--- config.mk ---
export PLATFORM = sky130hd
export DESIGN_NAME = stream_burst_top
export DESIGN_NICKNAME = d
export VERILOG_FILES = /design/src/hw/stream_burst_pkg.sv /design/src/hw/burst_source.sv /design/src/hw/stream_fifo.sv /design/src/hw/burst_sink.sv /design/src/hw/stream_burst_top.sv
export SDC_FILE = /design/constraint.sdc
export NUM_CORES = 1
export LEC_CHECK = 0
export BUFFER_PORTS_ARGS = -buffer_cell sky130_fd_sc_hd__buf_2
export CAP_MARGIN = 20
export CORE_MARGIN = 5
export CORE_UTILIZATION = 30
export DETAILED_ROUTE_END_ITERATION = 10
export GPL_TIMING_DRIVEN = 1
export PLACE_DENSITY = 0.58
export SLEW_MARGIN = 20
export SYNTH_ARGS = -nofsm -noshare
export SYNTH_HDL_FRONTEND = slang
export SYNTH_SLANG_ARGS = --single-unit
export TNS_END_PERCENT = 10
--- constraint.sdc ---
create_clock -name M_AXIS_ACLK -period 3.1 [get_ports M_AXIS_ACLK]
set_input_delay 0.31 -clock M_AXIS_ACLK [delete_from_list [all_inputs] [get_ports M_AXIS_ACLK]]
set_output_delay 0.31 -clock M_AXIS_ACLK [all_outputs]
set_load 0.01 [all_outputs]
--- src/hw/stream_burst_pkg.sv ---
package stream_burst_pkg;

  // Stream word width, fixed by the 32-bit register map.
  localparam int unsigned data_w = 32;

  typedef logic [data_w-1:0] word_t;
  typedef logic [31:0]       stat_t;
  typedef logic [4:0]        lite_addr_t;
  typedef logic [1:0]        resp_t;

  localparam resp_t resp_okay   = 2'b00;
  localparam resp_t resp_slverr = 2'b10;

  // Control register, bit 0 enables the sink.
  localparam lite_addr_t reg_ctrl = 5'h00;

  // Read-only statistics.
  localparam lite_addr_t reg_packets  = 5'h04; // Bursts completed.
  localparam lite_addr_t reg_words    = 5'h08; // Words accepted.
  localparam lite_addr_t reg_sum      = 5'h0C; // Sum of words, mod 2^32.
  localparam lite_addr_t reg_last_len = 5'h10; // Length of last burst.
  localparam lite_addr_t reg_seq_err  = 5'h14; // Out-of-sequence words.

  // Source FSM.
  typedef enum logic [1:0] {
    src_idle,
    src_wait,
    src_send
  } src_state_e;

endpackage

--- src/hw/burst_source.sv ---
`timescale 1ns/1ps

module burst_source import stream_burst_pkg::*; #(
  parameter int unsigned START_COUNT = 32,
  parameter int unsigned BURST_LEN   = 8
) (
  input  logic  M_AXIS_ACLK,
  input  logic  M_AXIS_ARESETN,
  output logic  tvalid,
  output word_t tdata,
  output logic  tlast,
  input  logic  tready
);

  localparam int unsigned wait_w = $clog2(START_COUNT + 1);
  localparam int unsigned idx_w  = $clog2(BURST_LEN + 1);

  src_state_e        state;
  logic [wait_w-1:0] wait_cnt;
  logic [idx_w-1:0]  idx;
  logic [idx_w-1:0]  idx_next;
  logic              wait_done;
  logic              beat;

  assign beat      = tvalid && tready; // Completed handshake.
  assign idx_next  = idx + 1'b1;
  assign wait_done = (state == src_wait) && (wait_cnt == wait_w'(START_COUNT - 1));

  always_ff @(posedge M_AXIS_ACLK) begin
    if (!M_AXIS_ARESETN) begin
      state    <= src_idle;
      wait_cnt <= '0;
      idx      <= '0;
      tvalid   <= 1'b0;
    end else begin
      case (state)
        src_idle: begin
          wait_cnt <= '0;
          state    <= src_wait;
        end
        src_wait: begin
          if (wait_done) begin
            idx    <= idx_w'(1);
            tvalid <= 1'b1;
            state  <= src_send;
          end else begin
            wait_cnt <= wait_cnt + 1'b1;
          end
        end
        src_send: begin
          // Hold the beat until the sink side takes it.
          if (beat) begin
            if (tlast) begin
              tvalid <= 1'b0;
              state  <= src_idle;
            end else begin
              idx <= idx_next;
            end
          end
        end
        default: begin
          tvalid <= 1'b0;
          state  <= src_idle;
        end
      endcase
    end
  end

  // Word value is the burst index.
  always_ff @(posedge M_AXIS_ACLK) begin
    if (wait_done) begin
      tdata <= word_t'(1);
      tlast <= (BURST_LEN == 1);
    end else if (beat && !tlast) begin
      tdata <= word_t'(idx_next);
      tlast <= (idx_next == idx_w'(BURST_LEN)); // Final word of the burst.
    end
  end

endmodule

--- src/hw/stream_fifo.sv ---
`timescale 1ns/1ps

module stream_fifo import stream_burst_pkg::*; #(
  parameter int unsigned DEPTH = 4
) (
  input  logic  M_AXIS_ACLK,
  input  logic  M_AXIS_ARESETN,
  input  logic  s_tvalid,
  input  word_t s_tdata,
  input  logic  s_tlast,
  output logic  s_tready,
  output logic  m_tvalid,
  output word_t m_tdata,
  output logic  m_tlast,
  input  logic  m_tready
);

  localparam int unsigned ptr_w = (DEPTH > 1) ? $clog2(DEPTH) : 1;
  localparam int unsigned cnt_w = $clog2(DEPTH + 1);

  word_t            mem_data [DEPTH];
  logic             mem_last [DEPTH];
  logic [ptr_w-1:0] wr_ptr;
  logic [ptr_w-1:0] rd_ptr;
  logic [cnt_w-1:0] count;
  logic             push;
  logic             pop;

  function automatic logic [ptr_w-1:0] ptr_inc(input logic [ptr_w-1:0] ptr);
    return (ptr == ptr_w'(DEPTH - 1)) ? '0 : ptr + 1'b1; // Wraps for any depth.
  endfunction

  assign s_tready = (count != cnt_w'(DEPTH));
  assign m_tvalid = (count != '0);
  assign m_tdata  = mem_data[rd_ptr];
  assign m_tlast  = mem_last[rd_ptr];

  assign push = s_tvalid && s_tready;
  assign pop  = m_tvalid && m_tready;

  always_ff @(posedge M_AXIS_ACLK) begin
    if (push) begin
      mem_data[wr_ptr] <= s_tdata;
      mem_last[wr_ptr] <= s_tlast;
    end
  end

  always_ff @(posedge M_AXIS_ACLK) begin
    if (!M_AXIS_ARESETN) begin
      wr_ptr <= '0;
      rd_ptr <= '0;
      count  <= '0;
    end else begin
      if (push) wr_ptr <= ptr_inc(wr_ptr);
      if (pop) rd_ptr <= ptr_inc(rd_ptr);
      // Simultaneous push and pop leaves the count alone.
      case ({push, pop})
        2'b10:   count <= count + 1'b1;
        2'b01:   count <= count - 1'b1;
        default: count <= count;
      endcase
    end
  end

endmodule

--- src/hw/burst_sink.sv ---
`timescale 1ns/1ps

module burst_sink import stream_burst_pkg::*; #(
  parameter int unsigned BURST_LEN = 8
) (
  input  logic       M_AXIS_ACLK,
  input  logic       M_AXIS_ARESETN,
  input  logic       tvalid,
  input  word_t      tdata,
  input  logic       tlast,
  output logic       tready,
  input  logic       awvalid,
  output logic       awready,
  input  lite_addr_t awaddr,
  input  logic       wvalid,
  output logic       wready,
  input  word_t      wdata,
  output logic       bvalid,
  input  logic       bready,
  output resp_t      bresp,
  input  logic       arvalid,
  output logic       arready,
  input  lite_addr_t araddr,
  output logic       rvalid,
  input  logic       rready,
  output word_t      rdata,
  output resp_t      rresp
);

  // Headroom above BURST_LEN so an overlong burst still shows up.
  localparam int unsigned len_w = $clog2(BURST_LEN + 1) + 1;

  logic             sink_enable;
  logic             beat;
  word_t            expected;
  logic [len_w-1:0] run_len;
  logic [len_w-1:0] len_next;
  stat_t            packets;
  stat_t            words;
  stat_t            sum;
  stat_t            last_len;
  stat_t            seq_err;
  logic             aw_held;
  logic             w_held;
  lite_addr_t       aw_addr_q;
  word_t            w_data_q;
  word_t            rd_word;
  resp_t            rd_resp;

  assign tready   = sink_enable;
  assign beat     = tvalid && tready;
  assign len_next = (run_len == '1) ? run_len : run_len + 1'b1; // Saturates.

  always_ff @(posedge M_AXIS_ACLK) begin
    if (!M_AXIS_ARESETN) begin
      expected <= word_t'(1);
      run_len  <= '0;
      packets  <= '0;
      words    <= '0;
      sum      <= '0;
      last_len <= '0;
      seq_err  <= '0;
    end else if (beat) begin
      words <= words + 1'b1;
      sum   <= sum + stat_t'(tdata);
      if (tdata != expected) seq_err <= seq_err + 1'b1;
      if (tlast) begin
        packets  <= packets + 1'b1;
        last_len <= stat_t'(len_next);
        run_len  <= '0;
        expected <= word_t'(1); // Next burst restarts at 1.
      end else begin
        run_len  <= len_next;
        expected <= tdata + 1'b1;
      end
    end
  end

  // Write address and data are taken independently, then committed together.
  always_ff @(posedge M_AXIS_ACLK) begin
    if (!M_AXIS_ARESETN) begin
      awready     <= 1'b0;
      wready      <= 1'b0;
      aw_held     <= 1'b0;
      w_held      <= 1'b0;
      bvalid      <= 1'b0;
      bresp       <= resp_okay;
      sink_enable <= 1'b0;
    end else begin
      awready <= awvalid && !awready && !aw_held && !bvalid;
      wready  <= wvalid && !wready && !w_held && !bvalid;
      if (awvalid && awready) aw_held <= 1'b1;
      if (wvalid && wready) w_held <= 1'b1;
      if (aw_held && w_held && !bvalid) begin
        aw_held <= 1'b0;
        w_held  <= 1'b0;
        bvalid  <= 1'b1;
        if (aw_addr_q == reg_ctrl) begin
          sink_enable <= w_data_q[0];
          bresp       <= resp_okay;
        end else begin
          bresp <= resp_slverr; // Read-only or unmapped.
        end
      end else if (bvalid && bready) begin
        bvalid <= 1'b0;
      end
    end
  end

  always_ff @(posedge M_AXIS_ACLK) begin
    if (awvalid && awready) aw_addr_q <= awaddr;
    if (wvalid && wready) w_data_q <= wdata;
  end

  always_comb begin
    rd_word = '0;
    rd_resp = resp_okay;
    case (araddr)
      reg_ctrl:     rd_word = word_t'(sink_enable);
      reg_packets:  rd_word = packets;
      reg_words:    rd_word = words;
      reg_sum:      rd_word = sum;
      reg_last_len: rd_word = last_len;
      reg_seq_err:  rd_word = seq_err;
      default:      rd_resp = resp_slverr;
    endcase
  end

  always_ff @(posedge M_AXIS_ACLK) begin
    if (!M_AXIS_ARESETN) begin
      arready <= 1'b0;
      rvalid  <= 1'b0;
    end else begin
      arready <= arvalid && !arready && !rvalid;
      if (arvalid && arready) begin
        rvalid <= 1'b1;
        rdata  <= rd_word;
        rresp  <= rd_resp;
      end else if (rvalid && rready) begin
        rvalid <= 1'b0;
      end
    end
  end

endmodule

--- src/hw/stream_burst_top.sv ---
`timescale 1ns/1ps

module stream_burst_top import stream_burst_pkg::*; #(
  parameter int unsigned START_COUNT = 32,
  parameter int unsigned BURST_LEN   = 8,
  parameter int unsigned FIFO_DEPTH  = 4
) (
  input  logic       M_AXIS_ACLK,
  input  logic       M_AXIS_ARESETN,
  input  logic       awvalid,
  output logic       awready,
  input  lite_addr_t awaddr,
  input  logic       wvalid,
  output logic       wready,
  input  word_t      wdata,
  output logic       bvalid,
  input  logic       bready,
  output resp_t      bresp,
  input  logic       arvalid,
  output logic       arready,
  input  lite_addr_t araddr,
  output logic       rvalid,
  input  logic       rready,
  output word_t      rdata,
  output resp_t      rresp
);

  logic  src_tvalid;
  word_t src_tdata;
  logic  src_tlast;
  logic  src_tready;
  logic  snk_tvalid;
  word_t snk_tdata;
  logic  snk_tlast;
  logic  snk_tready;

  burst_source #(
    .START_COUNT(START_COUNT),
    .BURST_LEN  (BURST_LEN)
  ) i_source (
    .M_AXIS_ACLK   (M_AXIS_ACLK),
    .M_AXIS_ARESETN(M_AXIS_ARESETN),
    .tvalid        (src_tvalid),
    .tdata         (src_tdata),
    .tlast         (src_tlast),
    .tready        (src_tready)
  );

  stream_fifo #(
    .DEPTH(FIFO_DEPTH)
  ) i_fifo (
    .M_AXIS_ACLK   (M_AXIS_ACLK),
    .M_AXIS_ARESETN(M_AXIS_ARESETN),
    .s_tvalid      (src_tvalid),
    .s_tdata       (src_tdata),
    .s_tlast       (src_tlast),
    .s_tready      (src_tready),
    .m_tvalid      (snk_tvalid),
    .m_tdata       (snk_tdata),
    .m_tlast       (snk_tlast),
    .m_tready      (snk_tready)
  );

  burst_sink #(
    .BURST_LEN(BURST_LEN)
  ) i_sink (
    .M_AXIS_ACLK   (M_AXIS_ACLK),
    .M_AXIS_ARESETN(M_AXIS_ARESETN),
    .tvalid        (snk_tvalid),
    .tdata         (snk_tdata),
    .tlast         (snk_tlast),
    .tready        (snk_tready),
    .awvalid       (awvalid),
    .awready       (awready),
    .awaddr        (awaddr),
    .wvalid        (wvalid),
    .wready        (wready),
    .wdata         (wdata),
    .bvalid        (bvalid),
    .bready        (bready),
    .bresp         (bresp),
    .arvalid       (arvalid),
    .arready       (arready),
    .araddr        (araddr),
    .rvalid        (rvalid),
    .rready        (rready),
    .rdata         (rdata),
    .rresp         (rresp)
  );

endmodule

==> results of run 1 <==
synth_stat cells (all sizes together) (2+ instances only):
cell	instances
xor2	20
a311oi	2
and3	14
inv	23
or4	30
nor2	105
and2	14
dfxtp	179
a222oi	32
nand3	47
nand2	146
o21ai	28
o41ai	3
nand2b	20
fa	2
a21o	4
mux4	4
a21oi	72
nor3b	9
clkbuf	60
nand3b	3
xnor2	55
mux2	2
edfxtp	59
and4	14
a22oi	11
a22o	2
nor3	31
buf	11
mux2i	22
ha	17
o311ai	2
or3	24
o31ai	29
nor4	30
a211oi	4
nand4	27
nor2b	4
nor4b	8
state kept, by name (all words and copies together) (netlist names), 2 cells and up, named ones only:
name	cells
i_sink.packets	32
i_source.idx	4
i_sink.sum	32
i_source.wait_cnt	6
i_sink.expected	5
i_source.tdata	4
i_fifo.rd_ptr	2
i_fifo.wr_ptr	2
i_sink.last_len	5
i_fifo.mem_data	16
i_fifo.mem_last	4
i_sink.aw_addr_q	5
i_sink.seq_err	32
i_sink.rdata	32
i_source.state	2
i_sink.words	32
i_sink.run_len	5
i_fifo.count	3
kinds of logic after synthesis:
family | count (synthesis) | synth area share, %
AND/OR/NAND/NOR | 528 | 24.4
flip-flops | 238 | 48.5
AO/OA/AOI/OAI | 197 | 12.2
buffers and inverters | 94 | 3.58
XOR/XNOR | 75 | 5.95
multiplexers | 28 | 3.02
adder cells (fa/ha/maj) | 19 | 2.29
other | 1 | 0.0340
how the worst min path moves through the flow:
stage | to | cells past startpoint | startpoint
floorplan | i_sink.aw_addr_q[0]$_DFFE_PP_ | 0 | awaddr[0]
global placement | i_sink.arready$_SDFF_PN0_ | 1 | i_sink.arready$_SDFF_PN0_
detailed placement | i_sink.awready$_SDFF_PN0_ | 1 | i_sink.awready$_SDFF_PN0_
CTS | i_sink.arready$_SDFF_PN0_ | 3 | arvalid
global route | i_sink.arready$_SDFF_PN0_ | 3 | arvalid
finish | i_sink.arready$_SDFF_PN0_ | 3 | arvalid
power by group:
group          internal (mW)  switching (mW)
Sequential              3.20          0.0173
Clock                   1.70            1.23
Combinational         0.0408          0.0880
metal layers:
layer	vias to the layer above	share of wire, %	GRT usage, %
met3	50	4.2	2.01
met1	4274	47	17.8
li1	4434	-	-
met4	0	2.9	3.54
met5	-	0	0
met2	196	46	20.9
tightest hold or removal path, cell delays in order:
cell                      delay, ps
sky130_fd_sc_hd__buf_2          100
sky130_fd_sc_hd__nand2_1         50
sky130_fd_sc_hd__nor3_1          40
layout make-up:
cell class | instances | area, sq um | share of cell area [%]
inverters | 23 | 88.8 | 0.699
multi-input cells | 849 | 5300 | 41.7
clock inverters | 7 | 38.8 | 0.305
flip-flops and latches | 238 | 5360 | 42.2
repair buffers | 89 | 568 | 4.47
clock buffers | 41 | 768 | 6.05
well taps | 468 | 586 | 4.61
metrics by stage:
step           setup WS, ps  instances
3_5_place_dp            350       1661
3_3_place_gp            353       1661
5_1_grt                 124       1715
2_1_floorplan           394       1181
6_report                302       1715
4_1_cts                 321       1715
repair_timing:
action	CTS	global route
hold endpoints to repair	6	0
hold buffers	6	0
resized for setup	0	0
==> run_summary.xml, run 1 <==
<?xml version="1.0" encoding="UTF-8"?>
<metrics>
  <group name="cells_and_area">
    <metric name="mostFrequentLayoutCell" unit="">sky130_fd_sc_hd__dfxtp_1</metric>
    <metric name="finalInstanceArea" unit="sq um">12700</metric>
    <metric name="flow.area_growth_from_synthesis" unit="%">15.1</metric>
    <metric name="fillCellCount" unit="">3680</metric>
    <metric name="drive_gt1_share" unit="%">10.7</metric>
    <metric name="antenna_cells" unit="">0</metric>
    <metric name="num-nets-final" unit="">1295</metric>
    <metric name="layout.cells.most_common_list" unit="">sky130_fd_sc_hd__dfxtp_1 (179), sky130_fd_sc_hd__nand2_1 (146), sky130_fd_sc_hd__nor2_1 (105), sky130_fd_sc_hd__a21oi_1 (72), sky130_fd_sc_hd__edfxtp_1 (59)</metric>
    <metric name="post_layout_util" unit="%">34.9</metric>
  </group>
  <group name="pwr">
    <metric name="p_total" unit="mW">6.27</metric>
    <metric name="power.static_leakage" unit="nW">4.23</metric>
    <metric name="powerDensity" unit="nW/um^2">494</metric>
    <metric name="vdd_drop_max" unit="mV">0.378</metric>
  </group>
  <group name="sta">
    <metric name="finalSetupViolCount" unit="">0</metric>
    <metric name="rsz0062_at_grt" unit="">no</metric>
    <metric name="report.final.hold_viol_count" unit="">0</metric>
    <metric name="final-max-slew-violation-count" unit="">0</metric>
    <metric name="fin_skew" unit="ps">12.3</metric>
    <metric name="tightestPinTransition" unit="ps">1080</metric>
    <metric name="final_worst_path_period_share" unit="%">90.3</metric>
    <metric name="hold-worst-slack" unit="ps">19.4</metric>
    <metric name="slew_headroom" unit="%">28.1</metric>
    <metric name="layout_min_cycle_time" unit="ps">2800</metric>
    <metric name="setup_total_negative_slack" unit="ps">0</metric>
    <metric name="fmax" unit="MHz">357</metric>
  </group>
  <group name="cts">
    <metric name="cts-root-buf" unit="">sky130_fd_sc_hd__clkbuf_16</metric>
    <metric name="cts.repair_timing.setup_buffer_count" unit="">0</metric>
    <metric name="max-clock-path-buffers" unit="">3</metric>
    <metric name="worst_path_clk_slew" unit="ps">60</metric>
    <metric name="numCtsBuffers" unit="">26</metric>
    <metric name="clk-insertion-delay-late" unit="ps">520</metric>
    <metric name="clock-sinks" unit="">238</metric>
    <metric name="cts.htree.levels" unit="">1</metric>
    <metric name="tritoncts" unit="">yes</metric>
  </group>
  <group name="min_path">
    <metric name="worst_hold_path_type" unit="">in2reg</metric>
  </group>
  <group name="detailed_routing">
    <metric name="viasPerCell" unit="">5.22</metric>
    <metric name="detailedRoute.firstPassIterationCount" unit="">8</metric>
    <metric name="drt.antenna.violating_nets" unit="">0</metric>
    <metric name="remaining_drc_errors" unit="">0</metric>
    <metric name="postRouteWirelength" unit="um">27100</metric>
    <metric name="initialDrtViolationCount" unit="">723</metric>
    <metric name="total_number_of_vias" unit="">8954</metric>
    <metric name="wl_per_cell" unit="um">15.8</metric>
  </group>
  <group name="die">
    <metric name="floorplan_die_area" unit="sq um">40700</metric>
    <metric name="die_w" unit="um">202</metric>
    <metric name="floorplan.rows" unit="">70</metric>
    <metric name="initial_utilization" unit="%">30.3</metric>
    <metric name="top_level_ports" unit="">90</metric>
    <metric name="chipHeight" unit="um">202</metric>
    <metric name="core_area" unit="sq um">36400</metric>
  </group>
  <group name="synth">
    <metric name="ys_seq_elements" unit="">238</metric>
    <metric name="yosysTopAreaCellShare" unit="%">32.5</metric>
    <metric name="most_common_flop_cell_mapped_by_yosys" unit="">sky130_fd_sc_hd__dfxtp_1</metric>
    <metric name="synth.yosys.seq_area_share" unit="%">48.5</metric>
    <metric name="synth_enable_flop_cells" unit="">59</metric>
    <metric name="syn_area" unit="sq um">11000</metric>
    <metric name="count_of_yosys_warnings_during_synthesis" unit="">0</metric>
    <metric name="postSynth.asyncResetShare" unit="%">0</metric>
    <metric name="post_synth_inst_count" unit="">1180</metric>
    <metric name="synth.top_cells.by_area" unit="">sky130_fd_sc_hd__dfxtp_1 (32%), sky130_fd_sc_hd__edfxtp_1 (16%), sky130_fd_sc_hd__nand2_1 (5.0%), sky130_fd_sc_hd__xnor2_1 (4.4%), sky130_fd_sc_hd__nor2_1 (3.6%)</metric>
    <metric name="synth_largest_area_cell" unit="">sky130_fd_sc_hd__dfxtp_1</metric>
    <metric name="ys_types" unit="">57</metric>
    <metric name="postSynthAreaPerCell" unit="sq um">9.35</metric>
  </group>
  <group name="critical_path">
    <metric name="worst_r2r_path_depth" unit="">9</metric>
    <metric name="critical_path.cell_chain" unit="">mux4_2 -&gt; ha_1 -&gt; fa_1 -&gt; a21o_1 -&gt; a21oi_1 -&gt; buf_4 -&gt; nor3_1 -&gt; nand3_1 -&gt; mux2i_1</metric>
    <metric name="critPathSlowestCell" unit="">sky130_fd_sc_hd__mux4_2</metric>
    <metric name="worst-endpoint-arrival" unit="ps">3250</metric>
    <metric name="r2r_end" unit="">i_sink.sum[30]$_SDFFE_PN0P_</metric>
    <metric name="cp_max_fo" unit="">13</metric>
    <metric name="category_of_the_most_critical_setup_path" unit="">reg2reg</metric>
    <metric name="setup.worst_path.end_class" unit="">flip-flop</metric>
    <metric name="reg2reg_setup_slack" unit="ps">300</metric>
    <metric name="cp-start-kind" unit="">flip-flop</metric>
    <metric name="path_delay_family" unit="">multiplexers</metric>
    <metric name="timing.critical_path.buf_inv" unit="">1</metric>
    <metric name="required" unit="ps">3550</metric>
    <metric name="cpPeakStageDelay" unit="ps">620</metric>
    <metric name="crit_end" unit="">i_sink.sum[30]$_SDFFE_PN0P_</metric>
    <metric name="crit_path_cell_count" unit="">9</metric>
  </group>
  <group name="global_route">
    <metric name="grt_pass1_vias" unit="">8333</metric>
    <metric name="first_pass_grt_wire_length" unit="um">44200</metric>
    <metric name="maximum_number_of_pins_on_one_net_before_global_route_repair" unit="">65</metric>
    <metric name="total_grt_overflow" unit="">0</metric>
    <metric name="initial_antenna_violation_count" unit="">0</metric>
    <metric name="grt_use_total" unit="%">12.8</metric>
  </group>
  <group name="status">
    <metric name="run_status" unit="">completed</metric>
  </group>
  <group name="placement">
    <metric name="place.detailed.hpwl" unit="um">18800</metric>
    <metric name="placed_cell_area" unit="sq um">11800</metric>
    <metric name="port_buffers" unit="">56</metric>
    <metric name="finalWeightedCongestion" unit="">0.814</metric>
  </group>
  <group name="flow_run">
    <metric name="cap_viol_max_count" unit="">0</metric>
  </group>
</metrics>
Note: power is estimated with default switching activity, not from simulation.
==> run 2, diff against run 1 <==
--- a/config.mk
+++ b/config.mk
@@ -8,10 +8,10 @@
 export BUFFER_PORTS_ARGS = -buffer_cell sky130_fd_sc_hd__buf_2
 export CAP_MARGIN = 20
 export CORE_MARGIN = 5
-export CORE_UTILIZATION = 30
+export CORE_UTILIZATION = 48
 export DETAILED_ROUTE_END_ITERATION = 10
 export GPL_TIMING_DRIVEN = 1
-export PLACE_DENSITY = 0.58
+export PLACE_DENSITY = 0.78
 export SLEW_MARGIN = 20
 export SYNTH_ARGS = -nofsm -noshare
 export SYNTH_HDL_FRONTEND = slang
==> run 2 against run 1 <==
  * Total power increased by 2.6%
  * Highest routed layer unchanged
  * Cell count shrank 11%
  * Register-to-register slack got worse by 80 ps
  * Via count grew 3.1%
  * Final area fell by 1.5%
==> run_summary.xml, run 2 (synthesis gave the netlist of run 1 again) <==
<?xml version="1.0" encoding="UTF-8"?>
<metrics>
  <group name="cells_and_area">
    <metric name="fin_cells" unit="">1530</metric>
    <metric name="fillCellCount" unit="">1903</metric>
    <metric name="drive_gt1_share" unit="%">11.0</metric>
    <metric name="flow.area_growth_from_synthesis" unit="%">13.4</metric>
    <metric name="mostFrequentLayoutCell" unit="">sky130_fd_sc_hd__dfxtp_1</metric>
    <metric name="antenna_cells" unit="">0</metric>
    <metric name="post_layout_util" unit="%">55.2</metric>
    <metric name="num-nets-final" unit="">1294</metric>
    <metric name="layout.cells.most_common_list" unit="">sky130_fd_sc_hd__dfxtp_1 (179), sky130_fd_sc_hd__nand2_1 (146), sky130_fd_sc_hd__nor2_1 (105), sky130_fd_sc_hd__a21oi_1 (72), sky130_fd_sc_hd__edfxtp_1 (59)</metric>
  </group>
  <group name="sta">
    <metric name="finalSetupViolCount" unit="">0</metric>
    <metric name="final_worst_path_period_share" unit="%">93.0</metric>
    <metric name="tightestPinTransition" unit="ps">877</metric>
    <metric name="fmax" unit="MHz">347</metric>
    <metric name="final-max-slew-violation-count" unit="">0</metric>
    <metric name="slew_headroom" unit="%">41.5</metric>
    <metric name="setup_total_negative_slack" unit="ps">0</metric>
    <metric name="rsz0062_at_grt" unit="">no</metric>
    <metric name="report.final.hold_viol_count" unit="">0</metric>
    <metric name="layout_min_cycle_time" unit="ps">2880</metric>
    <metric name="fin_skew" unit="ps">14.4</metric>
  </group>
  <group name="pwr">
    <metric name="vdd_drop_max" unit="mV">0.439</metric>
    <metric name="power.static_leakage" unit="nW">4.23</metric>
    <metric name="power_report.internal_total" unit="mW">5.11</metric>
    <metric name="clkPwrFrac" unit="%">48.0</metric>
    <metric name="p_sw" unit="mW">1.33</metric>
    <metric name="powerDensity" unit="nW/um^2">515</metric>
    <metric name="power.sequential.fraction" unit="%">50.0</metric>
    <metric name="combPwrFrac" unit="%">2.0</metric>
    <metric name="power.share.switching" unit="%">20.6</metric>
  </group>
  <group name="cts">
    <metric name="cts-root-buf" unit="">sky130_fd_sc_hd__clkbuf_16</metric>
    <metric name="worst_path_clk_slew" unit="ps">70</metric>
    <metric name="clock-sinks" unit="">238</metric>
    <metric name="clk-insertion-delay-late" unit="ps">520</metric>
    <metric name="tritoncts" unit="">yes</metric>
    <metric name="cts.htree.levels" unit="">1</metric>
    <metric name="cts.repair_timing.setup_buffer_count" unit="">0</metric>
    <metric name="numCtsBuffers" unit="">25</metric>
    <metric name="max-clock-path-buffers" unit="">3</metric>
  </group>
  <group name="detailed_routing">
    <metric name="wl_per_cell" unit="um">17.1</metric>
    <metric name="drt.antenna.violating_nets" unit="">0</metric>
    <metric name="remaining_drc_errors" unit="">0</metric>
    <metric name="postRouteWirelength" unit="um">26200</metric>
    <metric name="detailedRoute.firstPassIterationCount" unit="">7</metric>
    <metric name="viasPerCell" unit="">6.03</metric>
    <metric name="total_number_of_vias" unit="">9232</metric>
    <metric name="initialDrtViolationCount" unit="">868</metric>
  </group>
  <group name="critical_path">
    <metric name="cp_max_fo" unit="">13</metric>
    <metric name="category_of_the_most_critical_setup_path" unit="">reg2reg</metric>
    <metric name="required" unit="ps">3550</metric>
    <metric name="setup.worst_path.end_class" unit="">flip-flop</metric>
    <metric name="worst-endpoint-arrival" unit="ps">3330</metric>
    <metric name="cp-start-kind" unit="">flip-flop</metric>
  </group>
  <group name="die">
    <metric name="floorplan_die_area" unit="sq um">26100</metric>
    <metric name="chipHeight" unit="um">162</metric>
    <metric name="top_level_ports" unit="">90</metric>
    <metric name="initial_utilization" unit="%">48.7</metric>
    <metric name="core_area" unit="sq um">22600</metric>
    <metric name="die_w" unit="um">162</metric>
    <metric name="floorplan.rows" unit="">55</metric>
  </group>
  <group name="placement">
    <metric name="place.detailed.hpwl" unit="um">17800</metric>
    <metric name="number_of_cells_in_the_design_after_placement" unit="">1478</metric>
    <metric name="finalWeightedCongestion" unit="">0.809</metric>
    <metric name="port_buffers" unit="">56</metric>
  </group>
  <group name="global_route">
    <metric name="grt_use_total" unit="%">19.7</metric>
    <metric name="globalRouteMet1Util" unit="%">26.4</metric>
    <metric name="total_grt_overflow" unit="">0</metric>
    <metric name="globalRouteMet3Util" unit="%">2.99</metric>
    <metric name="grt-busiest-layer" unit="">met2</metric>
    <metric name="grt_pass1_vias" unit="">8723</metric>
    <metric name="first_pass_grt_wire_length" unit="um">43500</metric>
    <metric name="grt.met2_usage" unit="%">33.1</metric>
    <metric name="initial_antenna_violation_count" unit="">0</metric>
    <metric name="maximum_number_of_pins_on_one_net_before_global_route_repair" unit="">62</metric>
  </group>
  <group name="min_path">
    <metric name="min_from" unit="">arvalid</metric>
    <metric name="worst_hold_path_type" unit="">in2reg</metric>
  </group>
  <group name="status">
    <metric name="run_status" unit="">completed</metric>
  </group>
  <group name="flow_run">
    <metric name="cap_viol_max_count" unit="">0</metric>
  </group>
</metrics>
[run 2: cell types whose count changed in the layout (fill, tap and decap cells not counted), sizes merged]
| cell | change |
|---|---|
| clkinvlp | +3 |
| clkinv | -1 |
| bufinv | +4 |
| clkbuf | -10 |
| inv | +2 |
[run 2: metal layers]
layer	part of all wire, %	vias up
li1	-	4436
met1	44	4425
met2	48	324
met3	6.3	47
met4	2.5	0
met5	0	-
[run 2: stage by stage]
step	total power [mW]	cell area [sq um]	setup WS, ps	hold WS (ps)
after floorplan	3.36	11000	394	409
after global routing	6.63	12500	75.4	12.6
after global placement	3.40	11600	346	413
after detailed placement	3.41	11600	275	429
final	6.44	12500	217	20.4
after CTS	6.48	12500	212	10.1
[run 2: worst max-delay path, stage by stage, from the launching register on]
cell,delay (ps)
sky130_fd_sc_hd__dfxtp_1,490
sky130_fd_sc_hd__mux4_2,640
sky130_fd_sc_hd__ha_1,250
sky130_fd_sc_hd__fa_1,430
sky130_fd_sc_hd__a21o_1,190
sky130_fd_sc_hd__a21oi_1,140
sky130_fd_sc_hd__buf_4,230
sky130_fd_sc_hd__nor3_1,110
sky130_fd_sc_hd__nand3_1,150
sky130_fd_sc_hd__mux2i_1,170
[run 2: final timing paths]
check | endpoint | slack, ps | cells past startpoint
hold reg to reg | i_sink.awready$_SDFF_PN0_ | 440 | 1
hold / removal | i_sink.arready$_SDFF_PN0_ | 20 | 3
setup / recovery | i_sink.sum[30]$_SDFFE_PN0P_ | 220 | 9
setup reg to reg | i_sink.sum[30]$_SDFFE_PN0P_ | 220 | 9
[run 2: final cells by class]
type,instances,area (sq um),area share (%)
timing repair buffer,89,556,4.44
sequential,238,5360,42.8
clock buffer,31,668,5.34
clock inverter,15,185,1.48
inverter,23,88.8,0.710
multi-input combinational,849,5300,42.4
tap,285,357,2.85
[run 2: timing repair]
| action | in CTS | in global routing |
|---|---|---|
| resized for setup | 0 | 0 |
| endpoints found under the hold margin | 6 | 0 |
| hold buffers | 6 | 0 |
[run 2: power by group through the flow]
stage	combinational [mW]	sequential (mW)	clock, mW
2_1_floorplan	0.0710	3.29	0
3_3_place_gp	0.116	3.28	0
3_5_place_dp	0.119	3.29	0
4_1_cts	0.126	3.22	3.13
5_1_grt	0.139	3.22	3.27
6_report	0.127	3.22	3.09
